**src/rtl/io_settings.svh**
```systemverilog
`ifndef IO_SETTINGS_SVH
`define IO_SETTINGS_SVH

`default_nettype none

// --------------------
// timing

// clock cycles per ms tick
// real board would use clock_freq / 1000
`define IO_TICK_DIV 40
`define IO_RST_CYCLES 4         // length of device restart in cycles

// --------------------
// IO window byte addresses
// window is FFFF00 to FFFFFF

`define IO_ADDR_TMR 24'hFFFFC0  // -64
`define IO_ADDR_WD  24'hFFFF90  // -112
`define IO_ADDR_STM 24'hFFFFA0  // -96 and three more words up to -84
`define IO_ADDR_SCS 24'hFFFFB8  // -72 and -68

`default_nettype wire

`endif

```
**src/rtl/io_pkg.sv**
```systemverilog
`default_nettype none

package io_pkg;

  // device picked by the current bus address
  typedef enum logic [2:0] {
    DEV_NONE = 3'd0,    // outside window or unmapped slot
    DEV_TMR  = 3'd1,    // ms timer
    DEV_WD   = 3'd2,    // watchdog
    DEV_STM  = 3'd3,    // stack monitor
    DEV_SCS  = 3'd4     // sys control and status
  } io_dev_e;

  // error lines into sys control
  // order matches the cause bits read back by software
  typedef struct packed {
    logic hot;          // bit 2 is stack hot zone
    logic lim;          // bit 1 is stack limit
    logic wd;           // bit 0 is watchdog
  } err_sig_t;

endpackage

`default_nettype wire

```
**src/rtl/io_decode.sv**
```systemverilog
`timescale 1ns/1ns
`include "io_settings.svh"
`default_nettype none

module io_decode import io_pkg::*; (
  input  logic [23:0] addr,
  input  logic        rd,
  input  logic [31:0] tmr_dout,
  input  logic [31:0] wd_dout,
  input  logic [31:0] stm_dout,
  input  logic [31:0] scs_dout,
  output logic        tmr_stb,
  output logic        wd_stb,
  output logic        stm_stb,
  output logic        scs_stb,
  output logic [31:0] data_out
);

  localparam logic [23:0] TMR_A = `IO_ADDR_TMR;
  localparam logic [23:0] WD_A  = `IO_ADDR_WD;
  localparam logic [23:0] STM_A = `IO_ADDR_STM;
  localparam logic [23:0] SCS_A = `IO_ADDR_SCS;

  logic    io_en;     // addr inside the 256 byte window
  logic    hit_tmr;   // raw slot matches, before priority
  logic    hit_wd;
  logic    hit_stm;
  logic    hit_scs;
  io_dev_e dev;

  // --------------------
  // address decode
  assign io_en   = (addr[23:8] == TMR_A[23:8]);
  assign hit_tmr = io_en && (addr[7:2] == TMR_A[7:2]);   // single word
  assign hit_wd  = io_en && (addr[7:2] == WD_A[7:2]);    // single word
  assign hit_stm = io_en && (addr[7:4] == STM_A[7:4]);   // four words
  assign hit_scs = io_en && (addr[7:3] == SCS_A[7:3]);   // two words

  always_comb begin
    dev = DEV_NONE;
    if (hit_tmr)      dev = DEV_TMR;
    else if (hit_wd)  dev = DEV_WD;
    else if (hit_stm) dev = DEV_STM;
    else if (hit_scs) dev = DEV_SCS;
  end

  assign tmr_stb = (dev == DEV_TMR);
  assign wd_stb  = (dev == DEV_WD);
  assign stm_stb = (dev == DEV_STM);
  assign scs_stb = (dev == DEV_SCS);

  // --------------------
  // read data mux, zero when idle or unmapped
  always_comb begin
    data_out = 32'h0;
    if (rd) begin
      case (dev)
        DEV_TMR: data_out = tmr_dout;
        DEV_WD:  data_out = wd_dout;
        DEV_STM: data_out = stm_dout;
        DEV_SCS: data_out = scs_dout;
        default: data_out = 32'h0;
      endcase
    end
  end

  // device slots must not overlap, so only one device sees the bus
  always_comb begin
    a_stb_onehot: assert ($onehot0({hit_tmr, hit_wd, hit_stm, hit_scs}))
      else $error("io_decode: address matches more than one device");
  end

endmodule

`default_nettype wire

```
**src/rtl/ms_timer.sv**
```systemverilog
`timescale 1ns/1ns
`include "io_settings.svh"
`default_nettype none

module ms_timer import io_pkg::*; (
  input  logic        clk,
  input  logic        rst,
  input  logic        dev_rst,       // restart from sys control
  input  logic        stb,
  output logic [31:0] data_out,
  output logic        ms_tick        // one cycle per ms
);

  localparam int PW = $clog2(`IO_TICK_DIV);
  localparam logic [PW-1:0] PRESC_MAX = PW'(`IO_TICK_DIV - 1);

  logic [PW-1:0] presc;              // cycle prescaler
  logic [31:0]   ms_cnt;             // ms since reset

  // --------------------
  // prescaler and tick
  always_ff @(posedge clk) begin
    if (rst || dev_rst) begin
      presc <= '0;
      ms_tick <= 1'b0;
    end else if (presc == PRESC_MAX) begin
      presc <= '0;
      ms_tick <= 1'b1;               // first tick IO_TICK_DIV cycles after reset
    end else begin
      presc <= presc + PW'(1);
      ms_tick <= 1'b0;
    end
  end

  // --------------------
  // running ms counter
  always_ff @(posedge clk) begin
    if (rst || dev_rst) begin
      ms_cnt <= 32'h0;
    end else if (ms_tick) begin
      ms_cnt <= ms_cnt + 32'd1;      // wraps after ~49 days
    end
  end

  // read-only, writes are ignored
  assign data_out = stb ? ms_cnt : 32'h0;

endmodule

`default_nettype wire

```
**src/rtl/watchdog.sv**
```systemverilog
`timescale 1ns/1ns
`default_nettype none

module watchdog import io_pkg::*; (
  input  logic        clk,
  input  logic        rst,
  input  logic        dev_rst,
  input  logic        stb,
  input  logic        wr,
  input  logic [15:0] data_in,       // timeout in ms, zero disables
  input  logic        ms_tick,
  output logic [31:0] data_out,
  output logic        trig
);

  logic [15:0] timeout;              // as last written
  logic [15:0] count;                // ms remaining
  logic        en;

  assign en = (timeout != 16'h0);

  // --------------------
  // timeout counter
  always_ff @(posedge clk) begin
    if (rst || dev_rst) begin
      timeout <= 16'h0;
      count <= 16'h0;
      trig <= 1'b0;
    end else if (stb && wr) begin
      // reload, also the normal way to feed the dog
      timeout <= data_in;
      count <= data_in;
      trig <= 1'b0;
    end else if (ms_tick && en && (count != 16'h0)) begin
      count <= count - 16'd1;
      if (count == 16'd1) begin
        trig <= 1'b1;                // rises on the edge where count hits zero
      end
    end
  end

  // remaining count high, timeout low
  assign data_out = stb ? {count, timeout} : 32'h0;

  // --------------------
  // a disabled watchdog never holds a trigger
  a_no_trig_disabled: assert property (
    @(posedge clk) disable iff (rst)
    trig |-> en
  ) else $error("watchdog: trig high while disabled");

endmodule

`default_nettype wire

```
**src/rtl/stack_mon.sv**
```systemverilog
`timescale 1ns/1ns
`default_nettype none

module stack_mon import io_pkg::*; (
  input  logic        clk,
  input  logic        rst,
  input  logic        dev_rst,
  input  logic        stb,
  input  logic        wr,
  input  logic [1:0]  reg_sel,       // addr[3:2]
  input  logic [23:0] data_in,
  input  logic [23:0] sp_in,         // CPU stack pointer
  output logic [31:0] data_out,
  output logic        trig_lim,
  output logic        trig_hot
);

  localparam logic [1:0] SEL_LIM  = 2'd0;
  localparam logic [1:0] SEL_HOT  = 2'd1;
  localparam logic [1:0] SEL_LOW  = 2'd2;
  localparam logic [1:0] SEL_STAT = 2'd3;

  logic [23:0] limit;                // stack limit, zero is off
  logic [23:0] hot;                  // hot zone address, zero is off
  logic [23:0] lowest;               // lowest sp seen, ie. stack usage
  logic        wr_en;

  assign wr_en = stb && wr;

  // --------------------
  // config registers
  always_ff @(posedge clk) begin
    if (rst || dev_rst) begin
      limit <= 24'h0;
      hot <= 24'h0;
    end else if (wr_en) begin
      if (reg_sel == SEL_LIM) limit <= data_in;
      if (reg_sel == SEL_HOT) hot <= data_in;
      // status is read-only
    end
  end

  // --------------------
  // lowest address tracking
  always_ff @(posedge clk) begin
    if (rst || dev_rst) begin
      lowest <= 24'hFFFFFF;
    end else if (wr_en && (reg_sel == SEL_LOW)) begin
      lowest <= 24'hFFFFFF;          // restart tracking, data ignored
    end else if (sp_in < lowest) begin
      lowest <= sp_in;
    end
  end

  // --------------------
  // triggers, one cycle behind sp_in
  always_ff @(posedge clk) begin
    if (rst || dev_rst) begin
      trig_lim <= 1'b0;
      trig_hot <= 1'b0;
    end else begin
      trig_lim <= (limit != 24'h0) && (sp_in < limit);
      trig_hot <= (hot != 24'h0) && (sp_in < hot);
    end
  end

  // --------------------
  // readback
  always_comb begin
    data_out = 32'h0;
    if (stb) begin
      case (reg_sel)
        SEL_LIM:  data_out = {8'h0, limit};
        SEL_HOT:  data_out = {8'h0, hot};
        SEL_LOW:  data_out = {8'h0, lowest};
        SEL_STAT: data_out = {30'h0, trig_hot, trig_lim};
        default:  data_out = 32'h0;
      endcase
    end
  end

endmodule

`default_nettype wire

```
**src/rtl/sys_ctrl.sv**
```systemverilog
`timescale 1ns/1ns
`include "io_settings.svh"
`default_nettype none

module sys_ctrl import io_pkg::*; (
  input  logic        clk,
  input  logic        rst,           // no dev_rst here, must survive restart
  input  logic        stb,
  input  logic        wr,
  input  logic        reg_sel,       // addr[2]
  input  logic [1:1]  data_in,       // clear bit
  input  err_sig_t    err_sig,
  input  logic [21:0] pc_in,         // word address
  output logic [31:0] data_out,
  output logic        dev_rst,
  output logic        err_out
);

  localparam int CW = $clog2(`IO_RST_CYCLES + 1);
  localparam logic [CW-1:0] RST_LEN = CW'(`IO_RST_CYCLES);

  logic          err_latched;        // first error seen
  err_sig_t      cause;
  logic [23:0]   err_addr;           // byte address of the failing code
  logic [CW-1:0] rst_cnt;            // restart cycles still to go
  logic          new_err;
  logic          clr;

  assign new_err = (err_sig != 3'b000) && !err_latched;
  assign clr = stb && wr && !reg_sel && data_in[1];

  // --------------------
  // error latch and capture
  always_ff @(posedge clk) begin
    if (rst) begin
      err_latched <= 1'b0;
      cause <= '0;
    end else if (clr) begin
      err_latched <= 1'b0;           // cause kept for post mortem
    end else if (new_err) begin
      err_latched <= 1'b1;
      cause <= err_sig;
    end
  end

  always_ff @(posedge clk) begin
    if (new_err && !clr) begin
      err_addr <= {pc_in, 2'b00};
    end
  end

  // --------------------
  // timed device restart, starts the edge after the latch
  always_ff @(posedge clk) begin
    if (rst) begin
      rst_cnt <= '0;
      dev_rst <= 1'b0;
    end else begin
      dev_rst <= (rst_cnt != '0);
      if (new_err && !clr) rst_cnt <= RST_LEN;
      else if (rst_cnt != '0) rst_cnt <= rst_cnt - CW'(1);
    end
  end

  assign err_out = err_latched;

  // reg 0 flag plus cause, reg 1 error address
  assign data_out = !stb    ? 32'h0 :
                    reg_sel ? {8'h0, err_addr} :
                              {28'h0, cause, err_latched};

  a_dev_rst_len: assert property (
    @(posedge clk) disable iff (rst)
    $rose(dev_rst) |-> ##[1:`IO_RST_CYCLES] !dev_rst
  ) else $error("sys_ctrl: dev_rst held too long");

endmodule

`default_nettype wire

```
**src/rtl/io_top.sv**
```systemverilog
`timescale 1ns/1ns
`default_nettype none

module io_top import io_pkg::*; (
  input  logic        clk,
  input  logic        rst,
  input  logic [23:0] addr,          // byte address
  input  logic        rd,
  input  logic        wr,
  input  logic [31:0] data_in,
  output logic [31:0] data_out,
  input  logic [23:0] sp_in,         // CPU stack pointer
  input  logic [21:0] pc_in,         // CPU pc, word address
  output logic        dev_rst,
  output logic        err_out
);

  // ms timer
  logic        tmr_stb;
  logic [31:0] tmr_dout;
  logic        ms_tick;
  // watchdog
  logic        wd_stb;
  logic [31:0] wd_dout;
  logic        wd_trig;
  // stack monitor
  logic        stm_stb;
  logic [31:0] stm_dout;
  logic        stm_trig_lim;
  logic        stm_trig_hot;
  // sys control
  logic        scs_stb;
  logic [31:0] scs_dout;
  err_sig_t    err_sig;

  // --------------------
  // decode and read mux
  io_decode io_decode_0 (
    .addr(addr), .rd(rd),
    .tmr_dout(tmr_dout), .wd_dout(wd_dout),
    .stm_dout(stm_dout), .scs_dout(scs_dout),
    .tmr_stb(tmr_stb), .wd_stb(wd_stb),
    .stm_stb(stm_stb), .scs_stb(scs_stb),
    .data_out(data_out)
  );

  // --------------------
  // devices
  ms_timer tmr_0 (
    .clk(clk), .rst(rst), .dev_rst(dev_rst), .stb(tmr_stb),
    .data_out(tmr_dout), .ms_tick(ms_tick)
  );

  watchdog watchdog_0 (
    .clk(clk), .rst(rst), .dev_rst(dev_rst), .stb(wd_stb), .wr(wr),
    .data_in(data_in[15:0]), .ms_tick(ms_tick),
    .data_out(wd_dout), .trig(wd_trig)
  );

  stack_mon stack_mon_0 (
    .clk(clk), .rst(rst), .dev_rst(dev_rst), .stb(stm_stb), .wr(wr),
    .reg_sel(addr[3:2]), .data_in(data_in[23:0]), .sp_in(sp_in),
    .data_out(stm_dout), .trig_lim(stm_trig_lim), .trig_hot(stm_trig_hot)
  );

  // bit order must match err_sig_t
  assign err_sig = {stm_trig_hot, stm_trig_lim, wd_trig};

  sys_ctrl sys_ctrl_0 (
    .clk(clk), .rst(rst), .stb(scs_stb), .wr(wr),
    .reg_sel(addr[2]), .data_in(data_in[1:1]),
    .err_sig(err_sig), .pc_in(pc_in),
    .data_out(scs_dout), .dev_rst(dev_rst), .err_out(err_out)
  );

endmodule

`default_nettype wire

```
**config.mk**
```make
export PLATFORM = sky130hd
export DESIGN_NAME = io_top
export DESIGN_NICKNAME = d
export VERILOG_FILES = /design/src/rtl/io_pkg.sv /design/src/rtl/io_decode.sv /design/src/rtl/ms_timer.sv /design/src/rtl/watchdog.sv /design/src/rtl/stack_mon.sv /design/src/rtl/sys_ctrl.sv /design/src/rtl/io_top.sv
export VERILOG_INCLUDE_DIRS = /design/src /design/src/rtl
export SDC_FILE = /design/constraint.sdc
export NUM_CORES = 1
export LEC_CHECK = 0
export ABC_AREA = 0
export BUFFER_PORTS_ARGS = -buffer_cell sky130_fd_sc_hd__buf_4
export CAP_MARGIN = 20
export CORE_ASPECT_RATIO = 0.8
export CORE_MARGIN = 4
export CORE_UTILIZATION = 35
export DETAILED_ROUTE_END_ITERATION = 7
export PLACE_DENSITY = 0.62
export SLEW_MARGIN = 20
export SYNTH_ARGS = -nofsm -noshare
export SYNTH_HDL_FRONTEND = slang
export SYNTH_HIERARCHICAL = 1
export SYNTH_SLANG_ARGS = --single-unit
```
**constraint.sdc**
```tcl
create_clock -name clk -period 5.74 [get_ports clk]
set_input_delay 1.148 -clock clk [delete_from_list [all_inputs] [get_ports clk]]
set_output_delay 1.148 -clock clk [all_outputs]
set_load 0.01 [all_outputs]
```
== Word-level counts from Yosys, hierarchy flattened ==
Index checks and enable logic that the tools add are counted.

* Register bits: 176
* Input bits: 106
* Output and inout port bits: 34

* Add/subtract/negate cells: 4
* Order comparisons: 3
* Equality and inequality tests: 14
* Multiplexer cells: 13
* Bitwise operators: 1
* Reduce and logical (&&, ||, !) cells: 38

{| class="wikitable"
|+ Operators by type and width
! cell !! number
|-
| $pmux 32 s4 || 2
|-
| $lt 24x24->1 || 3
|-
| $reduce_bool 24->1 || 2
|-
| $add 32x1->32 const B || 1
|-
| $mux 16 || 2
|-
| $mux 32 || 1
|-
| $reduce_bool 16->1 || 2
|-
| $mux 24 || 1
|-
| $eq 6x6->1 const B || 3
|-
| $mux 3 || 6
|-
| $eq 16x1->1 const B || 1
|-
| $eq 16x16->1 const B || 1
|-
| $logic_and 1x1->1 || 16
|-
| $sub 16x1->16 const B || 1
|-
| $reduce_or 2->1 || 5
|-
| $reduce_and 2->1 || 4
|-
| $add 6x1->6 const B || 1
|-
| $eq 3x2->1 const B || 2
|-
| $reduce_bool 3->1 || 2
|-
| $eq 5x5->1 const B || 1
|-
| $eq 2x2->1 const B || 2
|-
| $eq 4x4->1 const B || 1
|-
| $reduce_bool 2->1 || 2
|-
| $eq 3x1->1 const B || 1
|-
| 8 further kinds || 10
|}

== Longest topological paths before layout ==
Gate-level depths: netlist (run 1).

* Depth in word-level cells: 13
* Depth in mapped cells: 12
* Gate-level depth less buffers: 9

== Modules after synthesis ==
The synthesis (run 1) kept the hierarchy.

{| class="wikitable"
|+ By module, submodules not included
! module !! instances !! cells each !! area an instance (µm²) !! sequential area each (µm²)
|-
| stack_mon || 1 || 670 || 5,162.5 || 1,481.4
|-
| watchdog || 1 || 254 || 2,050.7 || 660.6
|-
| ms_timer || 1 || 239 || 1,988.2 || 780.7
|-
| io_decode || 1 || 179 || 1,395.1 || 0.0
|-
| sys_ctrl || 1 || 102 || 1,315.0 || 820.8
|}

== Worst setup path after synthesis (run 1) ==
OpenSTA, ideal clock, no wires.

* Path kind: input -> output
* Start point: input addr[8]
* End point: output data_out[7]
* Arrival: 3.244 ns
* Setup slack: 1.348 ns
* Cell stages on the path: 9
* Path buffers: 1
* Cell sequence: nand4_1 -> nor4_4 -> inv_1 -> nor4b_1 -> clkbuf_1 -> and2_2 -> a22oi_1 -> a2bb2oi_1 -> a21oi_2

* Longest elaborated chain between the ends: 9

{| class="wikitable"
|+ RTL lines
! what !! RTL line !! source
|-
| from (decl) || io_top.sv:7 || <nowiki>input logic [23:0] addr,</nowiki>
|-
| $eq 16x16->1 * || io_decode.sv:33 || <nowiki>assign io_en = (addr[23:8] == TMR_A[23:8]);</nowiki>
|-
| $logic_and 1x1->1 || io_decode.sv:37 || <nowiki>assign hit_scs = io_en && (addr[7:3] == SCS_A[7:3]);</nowiki>
|-
| $mux 3 || io_decode.sv:44 || <nowiki>else if (hit_scs) dev = DEV_SCS;</nowiki>
|-
| $mux 3 || io_decode.sv:43 || <nowiki>else if (hit_stm) dev = DEV_STM;</nowiki>
|-
| $mux 3 || io_decode.sv:42 || <nowiki>else if (hit_wd) dev = DEV_WD;</nowiki>
|-
| $mux 3 * || io_decode.sv:41 || <nowiki>if (hit_tmr) dev = DEV_TMR;</nowiki>
|-
| $eq 3x2->1 * || io_decode.sv:48 || <nowiki>assign wd_stb = (dev == DEV_WD);</nowiki>
|-
| net wd_stb || io_top.sv:23 || <nowiki>logic wd_stb;</nowiki>
|-
| $pmux 32 s4 * || io_decode.sv:57 || <nowiki>case (dev)</nowiki>
|-
| $mux 32 * || io_decode.sv:56 || <nowiki>if (rd) begin</nowiki>
|-
| to (decl) || io_top.sv:11 || <nowiki>output logic [31:0] data_out,</nowiki>
|}

Mark *: on every way through the listed nets, which the timed path passes. The rest lies on a longest branch.

== Worst setup path after layout (run 1) ==
* Start point: input addr[8]
* End point: output data_out[0]

* Longest elaborated chain between the ends: 9

{| class="wikitable"
|+ RTL lines
! what !! RTL line !! source
|-
| $eq 16x16->1 * || io_decode.sv:33 ||
|-
| $logic_and 1x1->1 || io_decode.sv:37 ||
|-
| $mux 3 || io_decode.sv:44 ||
|-
| $mux 3 || io_decode.sv:43 ||
|-
| $mux 3 || io_decode.sv:42 ||
|-
| $mux 3 * || io_decode.sv:41 ||
|-
| $eq 3x3->1 * || io_decode.sv:50 || <nowiki>assign scs_stb = (dev == DEV_SCS);</nowiki>
|-
| net scs_stb || io_top.sv:32 || <nowiki>logic scs_stb;</nowiki>
|-
| $pmux 32 s4 * || io_decode.sv:57 ||
|-
| $mux 32 * || io_decode.sv:56 ||
|}

Marked as above.

==> metrics, run 1 <==
H-tree depth=4; routed via count=11.30k; final net count=around 1.7k; Post-CTS Resized=0; Port-buffer cells=129; post-layout min period=4.745 ns; crit path cell chain=buf_4 -> nand4_1 -> nor4_4 -> buf_4 -> and2_1 -> nor3b_1 -> a2bb2oi_1 -> a21oi_1 -> buf_4; normalized max-slew margin=about 30%; grt met3 use=around 4.5%; CTS tree=yes; pwr dens=226.4 mW/mm^2; max frequency=0.2108 GHz; Post-Place Cell Area=0.01305 mm^2; Final Hold Fails=0; pin count of the biggest net entering global routing=52; DR pass1 iterations=5; row cnt=60; Synth-to-Final Area Change=14.85%; final instance area=0.01368 mm^2; largest fanout on the critical path=15; setup TNS=0 ns; share of layout cells above drive strength 1=17.52%; RSZ-0062 raised after global routing=false; antenna fix cells=0; clock-pin slew on the worst setup and hold paths=0.08 ns; post-synthesis compound-gate area fraction=20.28%; crit path to=data_out[0]; Synth warnings=6; max-cap viol count=0; wire per inst=20.62 um; Multi-input gate area=0.007311 mm^2; die area=0.03707 mm^2; initial core utilization=35.42%; post-place setup slack=1.071 ns; setup violators final=0; Hold Buf Count CTS=0; post-synthesis mux area share=2.815%; initial drt markers=between 1k and 1.5k; post-synth design cell area=~0.012 mm^2; Final Max Tran Viols=0; Die X=214.3 um; type of the worst setup path=in -> out; post-route ant nets=0; critical path's slowest cell=and2_1; Post-synth ARST share=0%; GRT overflow=0; status=complete, no violations; worst hold slack=0.4459 ns; first-pass GRT wire length=between 60 and 70 mm; cts bufs inserted=17; clk sinks=between 150 and 200; die height=173.0 um; Reg2Reg Depth=9; setup bufs post-CTS=0; synthesized flop and latch total=176; drt total wl=40.37 mm; simple-gate area share of the yosys netlist=around 28%; Reg area=0.003744 mm^2; main combinational cell family by area after synthesis=simple AND/OR/NAND/NOR gates; met1 Resource Use GR=32.28%; total power=3.097 mW; flop2flop setup slack=3.27 ns; share of the yosys chip area belonging to registers=a little under a third; drt drc=0; Finished Layout Cells=between 1.5k and 2k; Synth Area in XOR/XNOR=1.250%; syn_area_per_cell=8.249 um^2; grt met2 use=slightly below 30%; Worst Skew=0.01628 ns; initial antenna violation count=0; most used cell, CP=buf_4; Largest stage delay, worst path=0.53 ns; path type of the worst min-delay path=reg -> reg; CP Data Required Time=4.59 ns; r2r endpoint=stack_mon_0/lowest[3]$_SDFFE_PP1N_; overall routing resource usage=20.85%; post-synth cell types=78; Final Core Density=40.68%; Synth Area in Adders=7.983%; EDFF count, synth=22; Core ar.=0.03363 mm^2; detailed placement HPWL=between 20 and 30 mm; GPL Wtd Cong=approximately 0.96; Worst EP arrival=3.60 ns; ys flop type=dfxtp_1; buffer depth of the longest clock path=2; Worst-Skew Late Latency=0.44 ns; # IOs=between 100 and 150; setup ws final=0.9953 ns; worst r2r src=stack_mon_0/lowest[17]$_SDFFE_PP1N_; Startpoint Class=input port; FILL cells=3440; Cells after DPL=1926; CP Capture Type=primary output; measured slew at the worst slew-check pin=1.047 ns; static leakage=about 5.0 nW; root buf cell=clkbuf_16; Mapped Cells=1444; post-route clock period utilization=between 80% and 90%; CP startpoint=addr[8]; VDD IR max=193.1 uV; number of global-route vias before repair=approximately 10k; DR vias/cell=5.773; Most Used Layer, Global Route=met1
layout by cell type (no fill, tap or decap), types with 34 or more instances in the layout:
cell / netlist / layout
dfxtp_1: 154 / 154
or4_1: 39 / 39
buf_4: 19 / 152
ha_1: 76 / 76
o21ai_0: 53 / 53
nand2_1: 190 / 190
nand4_1: 34 / 34
a21oi_1: 111 / 111
inv_1: 83 / 83
nor2_1: 40 / 40
and2_1: 90 / 90
nand4b_1: 35 / 35
layer usage:
layer  routed length [um]  vias up  part of all wire, %
met5                    0        -                    0
met4                  559        0                  1.4
met3                 3989       28                  9.9
met2                16590      490                   41
met1                19230     5431                   48
li1                     -     5355                    -
state kept, by name (all words and copies together), names as in the netlist:
register / count
tmr_0/ms_tick: 1
sys_ctrl_0/cause: 3
stack_mon_0/lowest: 24
watchdog_0/trig: 1
stack_mon_0/limit: 24
stack_mon_0/trig_lim: 1
watchdog_0/count: 16
watchdog_0/timeout: 16
sys_ctrl_0/err_addr: 22
sys_ctrl_0/rst_cnt: 3
stack_mon_0/trig_hot: 1
tmr_0/ms_cnt: 32
tmr_0/presc: 6
sys_ctrl_0/dev_rst: 1
sys_ctrl_0/err_out: 1
stack_mon_0/hot: 24
Yosys cell counts (all sizes together), types with 5 or more instances:
master	instances	share of area [%]
or3	17	0.95
a311oi	5	0.37
nand4b	35	2.6
nor2	41	1.3
o31ai	17	1.1
and2	92	4.9
ha	76	8.0
mux2i	29	2.4
nand3	18	0.76
or2	7	0.37
o31a	25	1.8
a21oi	142	6.9
nor2b	10	0.53
xnor2	6	0.44
a211oi	7	0.44
a21o	9	0.57
edfxtp	22	5.5
a22oi	32	2.0
nor4	22	1.3
clkbuf	73	2.5
nand4	37	2.1
buf	45	2.8
inv	84	2.6
dfxtp	154	26
and4	7	0.54
or4	49	3.3
a2bb2oi	32	2.4
and3	26	1.4
nor3	20	1.1
o21ai	53	2.2
xor2	11	0.81
nor3b	6	0.46
o21a	5	0.32
nand2	190	6.0
a31oi	6	0.32
critical path: cells and delay by family:
family,cells,cell delay (ns)
AOI/OAI and AO/OA,2,0.48
and+or+nand+nor,4,1.38
buffers and inverters,3,0.57
layout make-up:
type / count / area share [%]
Multi-Input combinational cell: 1080 / 53.44
Sequential cell: 176 / 27.36
Timing Repair Buffer: 152 / 8.341
Tap cell: 434 / 3.969
Clock buffer: 17 / 3.110
Inverter: 84 / 2.305
Clock inverter: 15 / 1.472
kinds of logic (layout without fill, tap and decap cells):
kind of cell               after synthesis  count (layout)
and+or+nand+nor                        587             587
DFF                                    176             176
xor gates and xnor gates                17              17
muxes                                   31              31
other                                    2              16
AOI/OAI and AO/OA                      353             353
buffers and inverters                  202             268
adders and majority gates               76              76
where the power goes:
part           internal [mW]  switching, mW  leakage [nW]
combinational          0.203          0.327          3.26
sequential              1.29         0.0426          1.44
clock                  0.604          0.631         0.301
how the worst min path moves through the flow:
stage / startpoint / endpoint / slack [ns] / cells after the start
2_1_floorplan: tmr_0/presc[0]$_SDFF_PP0_ / tmr_0/presc[0]$_SDFF_PP0_ / 0.42 / 1
3_3_place_gp: tmr_0/presc[0]$_SDFF_PP0_ / tmr_0/presc[0]$_SDFF_PP0_ / 0.43 / 1
3_5_place_dp: tmr_0/presc[0]$_SDFF_PP0_ / tmr_0/presc[0]$_SDFF_PP0_ / 0.44 / 1
4_1_cts: tmr_0/presc[0]$_SDFF_PP0_ / tmr_0/presc[0]$_SDFF_PP0_ / 0.45 / 1
5_1_grt: tmr_0/presc[0]$_SDFF_PP0_ / tmr_0/presc[0]$_SDFF_PP0_ / 0.48 / 1
6_report: tmr_0/presc[0]$_SDFF_PP0_ / tmr_0/presc[0]$_SDFF_PP0_ / 0.45 / 1
No activity file was read; power rests on OpenSTA's default activity.
==> run 2, diff against run 1 <==
--- a/config.mk
+++ b/config.mk
@@ -13,7 +13,7 @@
 export CORE_MARGIN = 4
 export CORE_UTILIZATION = 35
 export DETAILED_ROUTE_END_ITERATION = 7
-export PLACE_DENSITY = 0.62
+export PLACE_DENSITY = 0.64
 export SLEW_MARGIN = 20
 export SYNTH_ARGS = -nofsm -noshare
 export SYNTH_HDL_FRONTEND = slang
==> constraint.sdc (replaced) <==
create_clock -name clk -period 4.1 [get_ports clk]
set_input_delay 0.82 -clock clk [delete_from_list [all_inputs] [get_ports clk]]
set_output_delay 0.82 -clock clk [all_outputs]
set_load 0.01 [all_outputs]
==> run 2 against run 1 <==
Count of clock-buffer cells in the layout grew 1. Utilization grew 0.27 points. Critical path depth grew 2. Cell count grew 0.66%. Register-to-register slack lost 1.5 ns. Sequential share of layout area shrank 0.18 points. Setup slack lost 0.74 ns. Sequential cell count is the same. Die area is the same. Sequential power grew 41%. Clock skew shrank 0.0059 ns.
==> metrics, run 2 (same netlist as run 1, synthesis figures left out) <==
status=complete, no violations; pwr dens=roughly 310 mW/mm^2; Switching Share=a little under a third; path type of the worst min-delay path=reg -> reg; cts bufs inserted=17; combinational share of power=17.6%; max frequency=roughly 0.26 GHz; final net count=1706; Top delay family on crit path=simple AND/OR/NAND/NOR gates; drt total wl=between 40 and 50 mm; detailed placement HPWL=30.13 mm; Final Max Tran Viols=0; DR pass1 iterations=6; max reg flops=32; post-route clock period utilization=93.83%; most used cell, CP=buf_4; Port-buffer cells=about 130; clock-pin slew on the worst setup and hold paths=~0.080 ns; Final Core Density=40.94%; FILL cells=3418; Worst Skew=slightly above 0.01 ns; VDD IR max=272.4 uV; row cnt=60; first-pass GRT wire length=62.77 mm; crit path cell chain=buf_4 -> nand4_1 -> nor4_4 -> inv_1 -> nor4b_2 -> buf_4 -> and2_1 -> a22oi_1 -> a2bb2oi_1 -> a21oi_2 -> buf_4; DR vias/cell=5.773; setup TNS=0 ns; Post-Place Cell Area=0.01316 mm^2; final instance area=around 0.014 mm^2; Core ar.=0.03363 mm^2; Switching Power=1.350 mW; share of layout cells above drive strength 1=18.22%; Die X=214.3 um; clk sinks=176; buffer depth of the longest clock path=2; setup violators final=0; Largest stage delay, worst path=0.38 ns; critical path's slowest cell=nor4_4; post-route ant nets=0; worst r2r src=stack_mon_0/lowest[11]$_SDFFE_PP1N_; Final Hold Fails=0; antenna fix cells=0; initial core utilization=between 30% and 40%; measured slew at the worst slew-check pin=0.8747 ns; Cells after DPL=1938; drt drc=0; number of global-route vias before repair=10.77k; post-layout min period=3.847 ns; Finished Layout Cells=1971; pin count of the biggest net entering global routing=51; flop2flop setup slack=1.73 ns; # IOs=140; die area=0.03707 mm^2; largest fanout on the critical path=34; hold path start=tmr_0/presc[0]$_SDFF_PP0_; Clock Power Share=about two fifths; most frequent cells in the layout=190 x nand2_1, 163 x buf_4, 154 x dfxtp_1; buffers and inverters on the worst path=4; Worst EP arrival=3.03 ns; root buf cell=clkbuf_16; die height=173.0 um; CP Capture Type=primary output; Startpoint Class=input port; GRT overflow=0; most common cell after layout, fill and taps aside=nand2_1; CP Data Required Time=3.28 ns; P_int=2.922 mW; max-cap viol count=0; CTS tree=yes; GPL Wtd Cong=0.9599; sequential fraction of design power=43.7%; overall routing resource usage=21.19%; Synth-to-Final Area Change=15.61%; wire per inst=20.63 um; Largest Register=tmr_0/ms_cnt; RSZ-0062 raised after global routing=false; Worst-Skew Late Latency=0.44 ns; static leakage=5.056 nW; CP startpoint=addr[22]; setup bufs post-CTS=0; routed via count=11.38k; initial antenna violation count=0; type of the worst setup path=in -> out; normalized max-slew margin=41.69%; initial drt markers=1165; H-tree depth=4
==> run 2: changes by cell type in the layout (fill, tap and decap cells not counted), moves of 2 or more <==
cell / before / now
inv_12: 3 / 0
inv_8: 1 / 3
buf_4: 152 / 163
buf_12: 0 / 2
==> run 2: routing by layer <==
layer,GRT usage (%),up-vias,routed length (um),share of wire (%)
met5,0,-,0,0
met4,6.589,0,1088,2.7
met3,6.202,58,4029,9.9
met2,28.75,493,16100,40
met1,31.92,5462,19440,48
li1,-,5366,-,-
==> run 2: stage by stage <==
stage	power, mW	hold WS [ns]	setup slack, ns
finish	4.272	0.4527	0.2530
CTS	4.285	0.4545	0.1954
detailed placement	2.643	0.4432	0.2118
global route	4.452	0.4852	0.06199
floorplan	2.378	0.4175	0.3642
global placement	2.621	0.4385	0.2196
==> run 2: layout make-up <==
type                    instances  area (um^2)  share of cell area [%]
flip-flops and latches        176         3744                   27.19
inverters                      84        315.3                   2.290
well taps                     434        543.0                   3.943
multi-input cells            1080         7310                   53.08
repair buffers                165         1264                   9.177
clock inverters                14        166.4                   1.208
clock buffers                  18        429.2                   3.116
==> run 2: worst paths after layout <==
check                                             to  depth (start not counted)
setup reg to reg  stack_mon_0/lowest[6]$_SDFFE_PP1N_                          9
hold / removal             tmr_0/presc[0]$_SDFF_PP0_                          1
hold reg to reg            tmr_0/presc[0]$_SDFF_PP0_                          1
setup / recovery                        data_out[30]                         11
==> run 2: timing repair <==
action,CTS,global route
setup endpoints to repair,0,1
hold buffers,0,0
resized for setup,0,1
==> run 2: worst reg2reg max path, stage by stage (launching register included) <==
cell      delay, ns
dfxtp_1        0.35
inv_1          0.05
ha_1           0.30
nand2_1        0.06
o21a_1         0.22
a2111o_1       0.39
a41oi_2        0.20
nor2_2         0.14
buf_4          0.25
o31a_1         0.30
==> run 2: power groups by stage <==
stage / logic (mW) / clock network, mW / registers (mW)
floorplan: 0.491 / 0 / 1.89
global placement: 0.716 / 0 / 1.91
detailed placement: 0.736 / 0 / 1.91
CTS: 0.740 / 1.68 / 1.87
global route: 0.830 / 1.74 / 1.88
finish: 0.751 / 1.65 / 1.87
